## src/rtl/sys_defs.svh

```systemverilog
`ifndef SYS_DEFS_SVH
`define SYS_DEFS_SVH

//////////////////////
// Host command codes
//////////////////////

// Front panel LED override, one data word of mask and state
`define SYS_CMD_LED 8'h25

// Volume attenuation, one data word with mute and shift
`define SYS_CMD_VOL 8'h26

//////////////////////
// Data path widths
//////////////////////

`define SYS_IO_W 16
`define SYS_AUD_W 16

//////////////////////
// Key debounce
//////////////////////

// Clock cycles between two key samples
`define SYS_DEB_DIV 100000
// Equal samples needed before a button changes
`define SYS_DEB_LEN 8

`endif

```

## src/rtl/sys_pkg.sv

```systemverilog
`include "sys_defs.svh"

package sys_pkg;

	// LED override word, mask in the upper byte
	typedef struct packed {
		logic [7:0] mask;
		logic [7:0] state;
	} led_word_t;

	// Volume word, attenuation in the low five bits
	typedef struct packed {
		logic [10:0] rsvd;
		logic        mute;
		logic [3:0]  shift;
	} vol_word_t;

	// One host data word, read according to the latched command
	typedef union packed {
		logic [`SYS_IO_W-1:0] raw;
		led_word_t            led;
		vol_word_t            vol;
	} host_word_u;

endpackage

```

## src/rtl/hps_cmd_decoder.sv

```systemverilog
`timescale 1ns/1ps
`include "sys_defs.svh"

module hps_cmd_decoder
	import sys_pkg::*;
(
	input  logic       clk,
	input  logic       resetd,
	input  logic       i_io_ss,
	input  logic       i_io_clk,
	input  host_word_u i_io_din,
	output logic       o_io_ack,
	output logic [7:0] o_led_overtake,
	output logic [7:0] o_led_state,
	output logic       o_vol_mute,
	output logic [3:0] o_vol_shift
);

	logic       rack;
	logic       strobe;
	logic       has_cmd;
	logic [7:0] cmd;

	// Single cycle pulse on the strobe's rising level
	assign strobe = i_io_clk & ~rack;

	//////////////////////
	// Acknowledge pair
	//////////////////////

	// Strobe level comes back as ack two registers later
	always_ff @(posedge clk) begin
		if (resetd) begin
			rack     <= 1'b0;
			o_io_ack <= 1'b0;
		end else begin
			rack     <= i_io_clk;
			o_io_ack <= rack;
		end
	end

	//////////////////////
	// Command latch
	//////////////////////

	// First word under select is the command, dropping select forgets it
	always_ff @(posedge clk) begin
		if (resetd || !i_io_ss) begin
			has_cmd <= 1'b0;
			cmd     <= '0;
		end else if (strobe && !has_cmd) begin
			has_cmd <= 1'b1;
			cmd     <= i_io_din.raw[7:0];
		end
	end

	// Data words, decoded through the view of the latched command
	always_ff @(posedge clk) begin
		if (resetd) begin
			o_led_overtake <= '0;
			o_led_state    <= '0;
			o_vol_mute     <= 1'b0;
			o_vol_shift    <= '0;
		end else if (i_io_ss && strobe && has_cmd) begin
			case (cmd)
				`SYS_CMD_LED: begin
					o_led_overtake <= i_io_din.led.mask;
					o_led_state    <= i_io_din.led.state;
				end
				`SYS_CMD_VOL: begin
					o_vol_mute  <= i_io_din.vol.mute;
					o_vol_shift <= i_io_din.vol.shift;
				end
				// Other commands belong to blocks not present here
				default: begin
				end
			endcase
		end
	end

endmodule

```

## src/rtl/led_button_ctrl.sv

```systemverilog
`timescale 1ns/1ps
`include "sys_defs.svh"

module led_button_ctrl
	import sys_pkg::*;
#(
	parameter int DEB_DIV = `SYS_DEB_DIV
)
(
	input  logic       clk,
	input  logic       resetd,
	input  logic       i_led_user,
	input  logic [1:0] i_led_power,
	input  logic [1:0] i_led_disk,
	input  logic [7:0] i_led_overtake,
	input  logic [7:0] i_led_state,
	input  logic [1:0] i_key,
	output logic [7:0] o_led,
	output logic       o_btn_user,
	output logic       o_btn_osd
);

	localparam int DIV_W = (DEB_DIV > 1) ? $clog2(DEB_DIV + 1) : 1;
	localparam int LEN   = `SYS_DEB_LEN;

	logic             stat_pwr;
	logic             stat_disk;
	logic [7:0]       status;
	logic [DIV_W-1:0] div;
	logic [LEN-1:0]   deb [2];
	logic [1:0]       btn;

	//////////////////////
	// LED merge
	//////////////////////

	assign stat_pwr  = i_led_power[1] & ~i_led_power[0];
	// Forced and normal disk requests both light from bit 0
	assign stat_disk = i_led_disk[0];
	assign status    = {3'b000, stat_pwr, 1'b0, stat_disk, 1'b0, i_led_user};

	assign o_led = (i_led_overtake & i_led_state) | (~i_led_overtake & status);

	//////////////////////
	// Key debounce
	//////////////////////

	// Key 1 is the user button, key 0 the OSD button
	always_ff @(posedge clk) begin
		if (resetd) begin
			div    <= '0;
			deb[0] <= '0;
			deb[1] <= '0;
			btn    <= '0;
		end else begin
			div <= (div == DIV_W'(DEB_DIV)) ? '0 : div + 1'b1;
			if (div == '0) begin
				for (int k = 0; k < 2; k++) begin
					deb[k] <= {deb[k][LEN-2:0], ~i_key[k]};
					if (&deb[k])
						btn[k] <= 1'b1;
					else if (~|deb[k])
						btn[k] <= 1'b0;
				end
			end
		end
	end

	assign o_btn_user = btn[1];
	assign o_btn_osd  = btn[0];

endmodule

```

## src/rtl/audio_mixer.sv

```systemverilog
`timescale 1ns/1ps
`include "sys_defs.svh"

module audio_mixer
	import sys_pkg::*;
(
	input  logic                  clk,
	input  logic                  resetd,
	input  logic                  i_signed,
	input  logic [1:0]            i_mix,
	input  logic                  i_mute,
	input  logic [3:0]            i_shift,
	input  logic [`SYS_AUD_W-1:0] i_core,
	input  logic [`SYS_AUD_W-1:0] i_pre,
	output logic [`SYS_AUD_W-1:0] o_pre,
	output logic [`SYS_AUD_W-1:0] o_out
);

	localparam int W = `SYS_AUD_W;

	logic [W-1:0]      d1;
	logic [W-1:0]      d2;
	logic [W-1:0]      smp;
	logic signed [W:0] a1;
	logic signed [W:0] a3;
	logic signed [W:0] a4;
	logic signed [W:0] pre_ext;

	assign pre_ext = $signed({i_pre[W-1], i_pre});

	always_ff @(posedge clk) begin
		if (resetd) begin
			d1    <= '0;
			d2    <= '0;
			smp   <= '0;
			a1    <= '0;
			a3    <= '0;
			a4    <= '0;
			o_pre <= '0;
			o_out <= '0;
		end else begin
			// Sample moves on only once two registers agree
			d1 <= i_core;
			d2 <= d1;
			if (d1 == d2)
				smp <= d1;

			// Unsigned input is halved to fit the signed range
			a1    <= i_signed ? $signed({smp[W-1], smp}) : $signed({2'b00, smp[W-1:1]});
			o_pre <= a1[W:1];

			case (i_mix)
				2'd0: a3 <= a1;
				2'd1: a3 <= a1 - (a1 >>> 3) + (pre_ext >>> 2);
				2'd2: a3 <= a1 - (a1 >>> 2) + (pre_ext >>> 1);
				default: a3 <= (a1 >>> 1) + pre_ext;
			endcase

			if (i_mute)
				a4 <= '0;
			else
				a4 <= a3 >>> i_shift;

			// Saturate when the two top bits disagree
			o_out <= (a4[W] ^ a4[W-1]) ? {a4[W], {(W - 1){a4[W-1]}}} : a4[W-1:0];
		end
	end

endmodule

```

## src/rtl/sync_polarity_fix.sv

```systemverilog
`timescale 1ns/1ps

module sync_polarity_fix (
	input  logic clk,
	input  logic resetd,
	input  logic i_sync,
	output logic o_sync
);

	localparam int CNT_W = 16;

	logic             s1;
	logic             s2;
	logic             pol;
	logic [CNT_W-1:0] cnt;
	logic [CNT_W-1:0] run_hi;
	logic [CNT_W-1:0] run_lo;

	// Longer high run means the pulse is active low
	assign o_sync = i_sync ^ pol;

	always_ff @(posedge clk) begin
		if (resetd) begin
			s1     <= 1'b0;
			s2     <= 1'b0;
			pol    <= 1'b0;
			cnt    <= '0;
			run_hi <= '0;
			run_lo <= '0;
		end else begin
			s1 <= i_sync;
			s2 <= s1;
			if (s1 != s2)
				cnt <= '0;
			else if (~&cnt)
				cnt <= cnt + 1'b1;
			if (s1 & ~s2)
				run_lo <= cnt;
			if (~s1 & s2)
				run_hi <= cnt;
			pol <= run_hi > run_lo;
		end
	end

endmodule

```

## src/rtl/sys_top.sv

```systemverilog
`timescale 1ns/1ps
`include "sys_defs.svh"

module sys_top
	import sys_pkg::*;
#(
	parameter int DEB_DIV = `SYS_DEB_DIV
)
(
	input  logic                  clk,
	input  logic                  resetd,
	input  logic                  i_io_ss,
	input  logic                  i_io_clk,
	input  logic [`SYS_IO_W-1:0]  i_io_din,
	output logic                  o_io_ack,
	input  logic                  i_led_user,
	input  logic [1:0]            i_led_power,
	input  logic [1:0]            i_led_disk,
	input  logic [1:0]            i_key,
	output logic [7:0]            o_led,
	output logic                  o_btn_user,
	output logic                  o_btn_osd,
	input  logic                  i_hs,
	input  logic                  i_vs,
	output logic                  o_hs,
	output logic                  o_vs,
	input  logic                  i_audio_signed,
	input  logic [1:0]            i_audio_mix,
	input  logic [`SYS_AUD_W-1:0] i_audio_l,
	input  logic [`SYS_AUD_W-1:0] i_audio_r,
	output logic [`SYS_AUD_W-1:0] o_audio_l,
	output logic [`SYS_AUD_W-1:0] o_audio_r
);

	logic [7:0]            led_overtake;
	logic [7:0]            led_state;
	logic                  vol_mute;
	logic [3:0]            vol_shift;
	logic [`SYS_AUD_W-1:0] aud_l_pre;
	logic [`SYS_AUD_W-1:0] aud_r_pre;

	//////////////////////
	// Host control
	//////////////////////

	hps_cmd_decoder u_dec (
		.clk            (clk),
		.resetd         (resetd),
		.i_io_ss        (i_io_ss),
		.i_io_clk       (i_io_clk),
		.i_io_din       (host_word_u'(i_io_din)),
		.o_io_ack       (o_io_ack),
		.o_led_overtake (led_overtake),
		.o_led_state    (led_state),
		.o_vol_mute     (vol_mute),
		.o_vol_shift    (vol_shift)
	);

	led_button_ctrl #(.DEB_DIV(DEB_DIV)) u_led (
		.clk(clk), .resetd(resetd), .i_led_user(i_led_user), .i_led_power(i_led_power),
		.i_led_disk(i_led_disk), .i_led_overtake(led_overtake), .i_led_state(led_state),
		.i_key(i_key), .o_led(o_led), .o_btn_user(o_btn_user), .o_btn_osd(o_btn_osd)
	);

	//////////////////////
	// Audio and sync
	//////////////////////

	// Each channel takes the other's pre output for crossfeed
	audio_mixer mix_l (
		.clk(clk), .resetd(resetd), .i_signed(i_audio_signed), .i_mix(i_audio_mix),
		.i_mute(vol_mute), .i_shift(vol_shift), .i_core(i_audio_l), .i_pre(aud_r_pre),
		.o_pre(aud_l_pre), .o_out(o_audio_l)
	);

	audio_mixer mix_r (
		.clk(clk), .resetd(resetd), .i_signed(i_audio_signed), .i_mix(i_audio_mix),
		.i_mute(vol_mute), .i_shift(vol_shift), .i_core(i_audio_r), .i_pre(aud_l_pre),
		.o_pre(aud_r_pre), .o_out(o_audio_r)
	);

	sync_polarity_fix hs_fix (.clk(clk), .resetd(resetd), .i_sync(i_hs), .o_sync(o_hs));
	sync_polarity_fix vs_fix (.clk(clk), .resetd(resetd), .i_sync(i_vs), .o_sync(o_vs));

endmodule

```

## config.mk

```make
export PLATFORM = sky130hd
export DESIGN_NAME = sys_top
export DESIGN_NICKNAME = d
export VERILOG_FILES = /design/src/rtl/sys_pkg.sv /design/src/rtl/hps_cmd_decoder.sv /design/src/rtl/led_button_ctrl.sv /design/src/rtl/audio_mixer.sv /design/src/rtl/sync_polarity_fix.sv /design/src/rtl/sys_top.sv
export VERILOG_INCLUDE_DIRS = /design/src /design/src/rtl
export SDC_FILE = /design/constraint.sdc
export NUM_CORES = 1
export LEC_CHECK = 0
export BUFFER_PORTS_ARGS = -buffer_cell sky130_fd_sc_hd__buf_2
export CAP_MARGIN = 10
export CELL_PAD_IN_SITES_DETAIL_PLACEMENT = 1
export CELL_PAD_IN_SITES_GLOBAL_PLACEMENT = 1
export CORE_MARGIN = 5
export CORE_UTILIZATION = 44
export DETAILED_ROUTE_END_ITERATION = 16
export PLACE_DENSITY = 0.83
export RECOVER_POWER = 100
export SYNTH_ARGS = -nofsm -noshare
export SYNTH_HDL_FRONTEND = slang
export SYNTH_SLANG_ARGS = --single-unit
```

## constraint.sdc

```tcl
create_clock -name clk -period 3.2 [get_ports clk]
set_clock_uncertainty 0.1 [all_clocks]
set_input_delay 0.32 -clock clk [delete_from_list [all_inputs] [get_ports clk]]
set_output_delay 0.32 -clock clk [all_outputs]
set_load 0.01 [all_outputs]
```

# Yosys cells after proc, flatten, opt, wreduce, memory -nomap -nowiden
# Memories as Yosys holds them, arrays and structs flattened.
# Index checks and enable logic that the tools add are counted.
# classes
eq_ne	11
addsub	13
n_lt_le_gt_ge	2
reduce_logical	23
n_mux	17
n_bitwise	25
shift	2
# ops
operator	count
case mux 17 bit (3 select lines)	2
adder 17 x 13 -> 17 bit	2
adder 17 x 14 -> 17 bit	2
>>> shifter 17 x 4 -> 17 bit	2
subtractor 16 x 13 -> 17 bit	2
subtractor 16 x 14 -> 17 bit	2
adder 15 x 15 -> 16 bit	2
adder 16 x 1 -> 16 bit (second input constant)	2
equality test 16 bit	2
> comparator 16 bit	2
two-way mux 16 bit	2
AND reduction 16 bit	2
two-way mux 15 bit	2
adder 17 x 1 -> 17 bit (second input constant)	1
equality test 17 bit (second input constant)	1
logical NOT 17 bit	1
equality test 8 x 6 -> 1 bit (second input constant)	2
two-way mux 8 bit	2
AND reduction 8 bit	2
OR reduction 8 bit	2
OR reduction 2 bit	5
two-way mux 1 bit	9
NOT 1 bit	9
bitwise AND 8 x 5 -> 8 bit	1
other kinds (15)	32
# word_totals
reg_bits	411
memories	1
in_bits	64
mem_bits_rw	16
out_inout_bits	45
word_cells	135
# memory_table
name	depth	width	read_ports	rd_ports_with_merged_regs	wr	line	source
u_led.deb	2	8	2	0	2	led_button_ctrl.sv:30	logic [LEN-1:0] deb [2];

# Logic depth before layout (Yosys ltp)
# Gate-level depths: netlist (run 1).
# depth
word_depth	5
depth_mapped	14
depth_no_buf	14

# Hierarchy
# From an unflattened synthesis (run 1), not the netlist that was laid out.
# hier_totals
cells_unflattened	2679
area_unflattened_um2	24496.0
# by_module_without_submodules
mod	cells_each	n_inst	seq_area_each_um2	area_each_um2
audio_mixer at mix_r	953	1	2582.5	8399.3
audio_mixer at mix_l	907	1	2582.5	8154.1
sync_polarity_fix at vs_fix	267	1	1021.0	2459.9
sync_polarity_fix at hs_fix	266	1	1021.0	2446.1
led_button_ctrl	158	1	860.8	1665.3
hps_cmd_decoder	128	1	640.6	1371.3

# Worst setup path before layout (run 1)
# No wires, ideal clock.
# synth_path
path_type	flip-flop to flip-flop
startpoint	register mix_r.a1[2]
endpoint	register mix_r.a3[10]
t_required_ns	3.035
setup_time_ns	0.065
n_path_buf	0
path_stages_with_launch	13
arrival_time_ns	3.019
path_slack_ns	0.016
period_less_slack_ns	3.184
path_cell_list	dfxtp_1 -> inv_1 -> fa_1 -> inv_1 -> ha_1 -> nor2b_4 -> o31a_1 -> o221a_4 -> o31ai_4 -> or2b_1 -> xnor2_1 -> mux4_2 -> nor2_1
# synth_between
elab_chain_len	3
word_cells_on_any_way	6
classes_between	5 x add/sub; 1 x mux
# synth_lines
element	line	source
start: declaration	audio_mixer.sv:24	logic signed [W:0] a1;
start signal: assignment	audio_mixer.sv:49	a1 <= i_signed ? $signed({smp[W-1], smp}) : $signed({2'b00, smp[W-1:1]});
subtractor 16 x 14 -> 17 bit or subtractor 16 x 13 -> 17 bit (tied branches)	audio_mixer.sv:55, audio_mixer.sv:54	
adder 17 x 14 -> 17 bit or adder 17 x 13 -> 17 bit (tied branches)	audio_mixer.sv:55, audio_mixer.sv:54	
case mux 17 bit (3 select lines) (*)	audio_mixer.sv:52	case (i_mix)
end signal: assignment	audio_mixer.sv:54	2'd1: a3 <= a1 - (a1 >>> 3) + (pre_ext >>> 2);
end signal: assignment	audio_mixer.sv:55	2'd2: a3 <= a1 - (a1 >>> 2) + (pre_ext >>> 1);
end signal: assignment	audio_mixer.sv:56	default: a3 <= (a1 >>> 1) + pre_ext;
end: declaration	audio_mixer.sv:25	logic signed [W:0] a3;
# Mark *: on every way between the ends. The rest lies on a longest branch, timed or not.
# A chain may end at the register's enable or synchronous reset.

# Worst setup path after layout (run 1)
# layout_path
startpoint	register mix_l.a1[1]
endpoint	register mix_l.a3[7]
# layout_between
elab_chain_len	3
word_cells_on_any_way	6
classes_between	5 x add/sub; 1 x mux
# layout_lines
element	line
start: declaration	audio_mixer.sv:24
start signal: assignment	audio_mixer.sv:49
subtractor 16 x 14 -> 17 bit or subtractor 16 x 13 -> 17 bit (tied branches)	audio_mixer.sv:55, audio_mixer.sv:54
adder 17 x 14 -> 17 bit or adder 17 x 13 -> 17 bit (tied branches)	audio_mixer.sv:55, audio_mixer.sv:54
case mux 17 bit (3 select lines) (*)	audio_mixer.sv:52
end signal: assignment	audio_mixer.sv:54
end signal: assignment	audio_mixer.sv:55
end signal: assignment	audio_mixer.sv:56
end: declaration	audio_mixer.sv:25
# Marked as above.

==> results of run 1 <==
==> metal layers <==
metal  up-vias  GRT usage (%)  part of all wire (%)  wire length, um
met5         -              0                     0                0
met4         0           8.31                   4.1             3000
met3       220           3.60                   4.6             3390
met2       568           42.3                    52            38100
met1      9733           26.3                    39            29000
li1       8956              -                     -                -
==> timing repair <==
action,in CTS,in global routing
hold buffers,53,0
pin swaps,36,51
hold endpoints to repair,66,0
buffers inserted,15,12
setup endpoints to repair,21,23
resized for setup,83,111
==> final timing paths <==
path | from | endpoint | cells after the start | slack [ps]
max | mix_l.a1[1] | mix_l.a3[7] | 13 | -220
min | resetd | u_dec.o_led_overtake[3] | 2 | 40
max reg2reg | mix_l.a1[1] | mix_l.a3[7] | 13 | -220
min reg2reg | mix_r.a4[14] | mix_r.o_out[14] | 2 | 350
==> layout make-up <==
class                   count  share of cell area (%)
clock inverters            20                   0.735
repair buffers            330                    8.44
multi-input cells        1720                    48.6
well taps                 680                    3.03
clock buffers              65                    4.82
flip-flops and latches    427                    31.2
inverters                 237                    3.20
==> power by group <==
group	total (mW)	switching [mW]	internal [mW]	leakage (nW)
sequential	5.54	0.0880	5.45	3.53
clock	5.51	2.30	3.21	0.769
combinational	0.695	0.392	0.303	7.89
total	11.8	2.78	8.97	12.2
==> cells in the final DEF, fill, tap and decap left out, drive strengths merged, types with 27 or more instances in the layout <==
cell	n
buf	275
nand2	118
nor3	27
nand3	31
o21ai	77
a211oi	56
xnor2	50
nor2b	93
inv	239
a21oi	136
and2	33
dfxtp	411
mux4	32
a21o	28
ha	152
dlygate4sd3	53
nor2	328
clkbuf	67
fa	58
xor2	90
mux2i	171
==> per-stage QoR <==
| step | std cells | instance area [um2] | power (mW) |
|---|---|---|---|
| global placement | 3318 | 25100 | 6.23 |
| finish | 3479 | 28100 | 11.8 |
| detailed placement | 3318 | 25100 | 6.26 |
| CTS | 3471 | 27700 | 11.8 |
| global route | 3479 | 28100 | 12.1 |
| floorplan | 2493 | 23000 | 6.05 |
==> kinds of logic after synthesis <==
logic type,Yosys count,share of synthesized area [%]
xor+xnor,140,5.32
mux,215,11.1
flops,427,37.8
buf+inv,346,5.66
compound gates,400,11.2
fa+ha+maj,210,13.3
simple gates,755,15.5
==> flip-flops by register name (all words and copies together), names as in the netlist, 17 cells and up <==
name / cells
mix_l.a3: 17
mix_l.a4: 17
mix_r.a3: 17
mix_r.a4: 17
u_led.div: 17
==> worst max-delay path, stage by stage (launching register included) <==
cell      delay [ps]
dfxtp_4          370
inv_4             50
fa_1             520
inv_1             80
buf_4            140
ha_4             250
a211oi_4         320
o21ai_2          150
and2_1           200
or2_2            300
a21oi_2          160
xor2_1            90
mux4_2           470
nor2_1           120
==> impl_metrics.py, run 1 <==
metrics = {
    "status": {
        "status": "complete, but fails checks",
        "failed_checks": "negative setup slack",
    },
    "drt": {
        "route.detailed.drc": 0,
        "detail-route-antenna-nets": 0,
        "wirelength_mm": 73.5,
        "initialDrtViolationCount": 1092,
        "via_per_inst": 5.60,
        "average_wire_per_standard_cell_um": 21.1,
        "dr.pass1.iters": 7,
        "dr_total_vias": 19477,
    },
    "final_layout": {
        "multi_input_comb_area_mm2": 0.0136,
        "fillers": 5771,
        "layout-drive-gt1-share_pct": 20.2,
        "area.growth.synth_to_final_pct": 21.9,
        "finished_core_util_pct": 54.4,
        "num_antenna_cells": 0,
        "nNetsFinal": 3037,
        "seqCellArea_mm2": 0.00876,
    },
    "sta": {
        "fin_crit_ps": 3420,
        "rsz0062_at_grt": "yes",
        "timing.hold.ws_ps": 42.1,
        "min_period_over_period_pct": 107,
        "clock.fmax_ghz": 0.292,
        "slew_viol_final": 0,
        "maxSlewHeadroom_pct": 22.5,
        "report.final.hold_viol_count": 0,
        "number_of_setup_violations_in_the_final_report": 13,
        "worstMarginPinSlew_ps": 1160,
        "setup_total_negative_slack_ps": -974,
        "finalWorstSetupSlack_ps": -219,
    },
    "clocking": {
        "clkSlewWorstSetupHoldPaths_ps": 70,
        "ctsLongestPathBuffers": 3,
        "htree_num_levels": 2,
        "cts.root.buffer_cell": "clkbuf_16",
        "clock_sink_count": 427,
        "worst_skew_late_latency_ps": 600,
        "tritoncts": "done",
        "cts-buffers-inserted": 47,
    },
    "die": {
        "boundaryPins": 109,
        "die_height_um": 239,
        "rows": 83,
        "die-width_um": 239,
        "design.die.area_mm2": 0.0570,
        "effective_utilization_at_floorplan_pct": 44.6,
        "coreArea_mm2": 0.0516,
    },
    "grt": {
        "grt_use_total_pct": 22.8,
        "overflow": 0,
        "maximum_number_of_pins_on_one_net_before_global_route_repair": 191,
        "vias_in_the_first_global_route": 20781,
        "wire_length_of_the_first_global_routing_pass_mm": 107,
        "antenna_violations_before_repair": 1,
    },
    "placement": {
        "hpwl_mm": 46.3,
        "numPortBuffers": 107,
        "gp_congestion": 0.917,
        "detailedPlace.worstSlack_ps": -369,
    },
    "synth": {
        "yosys_warn_count": 0,
        "syn-mean-instance-area_um2": 9.24,
        "yosys_reg_bits": 427,
        "ys.flop_type": "dfxtp_1",
        "seq_area_frac_synth_pct": 37.8,
        "netlist_top_cells_count": "dfxtp_1 (411), nor2_1 (328), inv_1 (235), mux2i_1 (171), ha_1 (152)",
        "post_synth_inst_count": 2493,
        "netlist.top_cell.by_area": "dfxtp_1",
        "synth_cell_types": 78,
        "edff_count_synth": 16,
        "most_frequently_used_cell_type_in_the_post_synthesis_netlist": "dfxtp_1",
        "synth.area.top_cells": "dfxtp_1 (36%), ha_1 (8.3%), mux2i_1 (7.4%)",
        "syn_nets": 2767,
        "async_flop_share_pct": 0,
        "syn-cell-area_mm2": 0.0230,
        "synth_largest_type_area_fraction_pct": 35.7,
    },
    "power": {
        "power.ir.vdd_worst_uv": 353,
        "power_density_normalized_to_cell_area_mw_per_mm2": 418,
        "p_leak_nw": 12.2,
    },
    "flow_run": {
        "maxCapViolations": 0,
    },
    "critical_path": {
        "worstSetupEndpointType": "flop",
        "crit_arrival_ps": 3820,
        "critPathLaunchType": "flop",
        "worstPathRequired_ps": 3600,
        "timing.critical_path.fanout_max": 3,
        "worstSetupPathType": "reg2reg",
    },
    "hold_path": {
        "worst_hold_check_path_type": "in2reg",
    },
}
No activity file was read; power rests on OpenSTA's default activity.
==> run 2, diff against run 1 <==
--- a/config.mk
+++ b/config.mk
@@ -17,4 +17,5 @@
 export RECOVER_POWER = 100
 export SYNTH_ARGS = -nofsm -noshare
 export SYNTH_HDL_FRONTEND = slang
+export SYNTH_HIERARCHICAL = 1
 export SYNTH_SLANG_ARGS = --single-unit
==> run 2 against run 1 <==
Net effect: the flow finishes with violations (max-capacitance violations, max-slew violations, negative setup slack); combinational power up 11%; total power up 3.5%; synthesized cell count up 7.5%.
==> impl_metrics.py, run 2 <==
metrics = {
    "final_layout": {
        "seqCellArea_mm2": 0.00873,
        "layout_commonest_cell": "dfxtp_1",
        "multi_input_comb_area_mm2": 0.0148,
        "final-instance-count-excl-fill": 3736,
        "layout.cells.most_common_list": "dfxtp_1 (392), nor2_1 (292), inv_1 (252)",
        "fillers": 6270,
        "area.growth.synth_to_final_pct": 21.0,
        "finished_core_util_pct": 53.8,
        "layout-drive-gt1-share_pct": 19.7,
        "nNetsFinal": 3244,
        "final_design_area_no_fill_mm2": 0.0296,
    },
    "synth": {
        "yosys_reg_bits": 427,
        "post_synth_inst_count": 2679,
        "netlist.top_cell.by_area": "dfxtp_1",
        "synth_largest_type_area_fraction_pct": 33.6,
        "most_frequently_used_cell_type_in_the_post_synthesis_netlist": "dfxtp_1",
        "seq_area_frac_synth_pct": 35.6,
        "async_flop_share_pct": 0,
        "ys.flop_type": "dfxtp_1",
        "yosys_warn_count": 6,
        "edff_count_synth": 16,
        "synth.area.top_cells": "dfxtp_1 (34%), ha_1 (8.8%), mux2i_1 (7.3%)",
        "syn_nets": 2975,
        "syn-mean-instance-area_um2": 9.14,
        "syn-cell-area_mm2": 0.0245,
        "synth_cell_types": 100,
        "netlist_top_cells_count": "dfxtp_1 (411), nor2_1 (294), inv_1 (277), mux2i_1 (179), ha_1 (172)",
    },
    "placement": {
        "dp_cells": 3584,
        "gp_congestion": 0.902,
        "detailedPlace.worstSlack_ps": -286,
        "post_dp_cell_area_mm2": 0.0267,
        "numPortBuffers": 107,
        "hpwl_mm": 52.0,
    },
    "grt": {
        "vias_in_the_first_global_route": 22555,
        "maximum_number_of_pins_on_one_net_before_global_route_repair": 97,
        "grt_use_total_pct": 24.2,
        "wire_length_of_the_first_global_routing_pass_mm": 120,
        "antenna_violations_before_repair": 4,
        "overflow": 0,
    },
    "drt": {
        "via_per_inst": 5.54,
        "total_met3_wirelength_after_detailed_routing_mm": 3.10,
        "average_wire_per_standard_cell_um": 20.4,
        "dr_total_vias": 20696,
        "initialDrtViolationCount": 961,
        "dr.pass1.iters": 5,
        "top_layer": "met5",
        "detail-route-antenna-nets": 0,
        "wirelength_mm": 76.3,
        "met2_length_mm": 39.8,
        "route.detailed.drc": 0,
        "detail_route.wirelength.met1_mm": 30.9,
    },
    "sta": {
        "worstMarginPinSlew_ps": 2320,
        "number_of_setup_violations_in_the_final_report": 4,
        "report.final.hold_viol_count": 0,
        "rsz0062_at_grt": "yes",
        "min_period_over_period_pct": 103,
        "finalWorstSetupSlack_ps": -85.7,
        "clock.fmax_ghz": 0.304,
        "maxSlewHeadroom_pct": -54.7,
        "fin_crit_ps": 3290,
        "slew_viol_final": 33,
    },
    "flow_run": {
        "maxCapViolations": 1,
    },
    "die": {
        "coreArea_mm2": 0.0551,
        "design.die.area_mm2": 0.0605,
        "effective_utilization_at_floorplan_pct": 44.5,
        "die-width_um": 246,
        "rows": 86,
        "die_height_um": 246,
        "boundaryPins": 109,
    },
    "critical_path": {
        "timing.critical_path.slowest_cell_delay_ps": 510,
        "cp_cell_sequence": "inv_2, fa_1, inv_1, ha_1, nand4_1, nor3_2, a311oi_2, buf_4, nand2_2, a21oi_2, xor2_1, mux4_2, nor2_1",
        "worstSetupEndpointType": "flop",
        "crit_arrival_ps": 3710,
        "timing.critical_path.fanout_max": 5,
        "worstPathRequired_ps": 3620,
        "family_of_cells_with_the_greatest_summed_delay_on_the_critical_path": "adder cells",
        "timing.rr.start": "mix_l/a1[6]",
        "worstSetupPathType": "reg2reg",
        "worst_path_buf_inv": 3,
        "worst_setup_path_startpoint": "mix_l/a1[6]",
        "critPathLaunchType": "flop",
        "slowest_stage": "fa_1",
    },
    "status": {
        "failed_checks": "max-capacitance violations, max-slew violations, negative setup slack",
        "status": "complete, but fails checks",
    },
    "clocking": {
        "cts.root.buffer_cell": "clkbuf_16",
        "cts-buffers-inserted": 47,
        "ctsLongestPathBuffers": 3,
        "clkSlewWorstSetupHoldPaths_ps": 60,
        "worst_skew_late_latency_ps": 600,
        "tritoncts": "done",
        "clock_sink_count": 427,
        "htree_num_levels": 2,
    },
    "hold_path": {
        "worst_hold_check_path_type": "in2reg",
        "timing.hold.worst.start": "resetd",
    },
    "power": {
        "p_leak_nw": 12.8,
        "power.ir.vdd_worst_uv": 369,
        "power_density_normalized_to_cell_area_mw_per_mm2": 410,
    },
}
==> run 2: cell types whose count changed after synthesis, sizes merged, moves of 19 or more <==
cell    change
ha         +20
nand2b     +33
nor2       -32
nor4       +19
a21oi      +23
buf        +27
inv        +41
o21ai      +20
==> run 2: area by class of cell <==
| class | count | share of cell area [%] |
|---|---|---|
| sequential | 427 | 29.5 |
| tap | 748 | 3.16 |
| inverter | 281 | 3.57 |
| timing repair buffer | 339 | 8.22 |
| multi-input combinational | 1852 | 49.9 |
| clock inverter | 20 | 0.815 |
| antenna | 2 | 0.0169 |
| clock buffer | 67 | 4.87 |
==> run 2: worst paths after layout <==
| check | to | slack, ps | cells past startpoint |
|---|---|---|---|
| setup / recovery | mix_l/a3[10] | -90 | 13 |
| hold / removal | hs_fix/run_lo[1] | 80 | 2 |
| setup reg to reg | mix_l/a3[10] | -90 | 13 |
| hold reg to reg | mix_l/o_out[1] | 350 | 2 |
==> run 2: kinds of logic (layout without fill, tap and decap cells) <==
kind of cell	Yosys count	in the layout	share of synthesized area (%)
buf+inv	400	707	6.59
fa+ha+maj	232	232	13.7
simple gates	815	815	17.1
xor+xnor	130	130	4.65
other cells	0	2	0
compound gates	457	457	12.1
mux	218	218	10.3
flops	427	427	35.6
==> run 2: through the flow <==
stage                     power (mW)  setup TNS, ps  hold WS (ps)
final                           12.2           -124          78.8
after global routing            12.6           -995          83.5
after CTS                       12.2          -18.7          47.9
after detailed placement        6.35          -2280           350
after global placement          6.31           -831           345
after floorplan                 6.11              0           289
==> run 2: timing repair <==
action	CTS	global route
endpoints found under the setup margin	20	22
pin swaps	11	32
endpoints found under the hold margin	63	0
resized for setup	52	113
cloned	0	0
hold buffers	53	0
setup buffers	5	5
==> run 2: power by group <==
part | total, mW | internal, mW | switching, mW
sequential | 5.57 | 5.47 | 0.101
combinational | 0.770 | 0.335 | 0.435
clock | 5.83 | 3.49 | 2.34
==> run 2: metal layers <==
| metal | up-vias | global-route usage, % |
|---|---|---|
| met2 | 522 | 45.3 |
| met5 | - | 0 |
| met1 | 10314 | 28.2 |
| met3 | 194 | 3.61 |
| li1 | 9664 | - |
| met4 | 2 | 7.73 |
==> run 2: worst reg2reg max path, stage by stage, from the launching register on <==
cell	delay, ps
dfxtp_2	430
inv_2	110
fa_1	510
inv_1	50
ha_1	350
nand4_1	190
nor3_2	70
a311oi_2	340
buf_4	200
nand2_2	60
a21oi_2	170
xor2_1	90
mux4_2	470
nor2_1	90
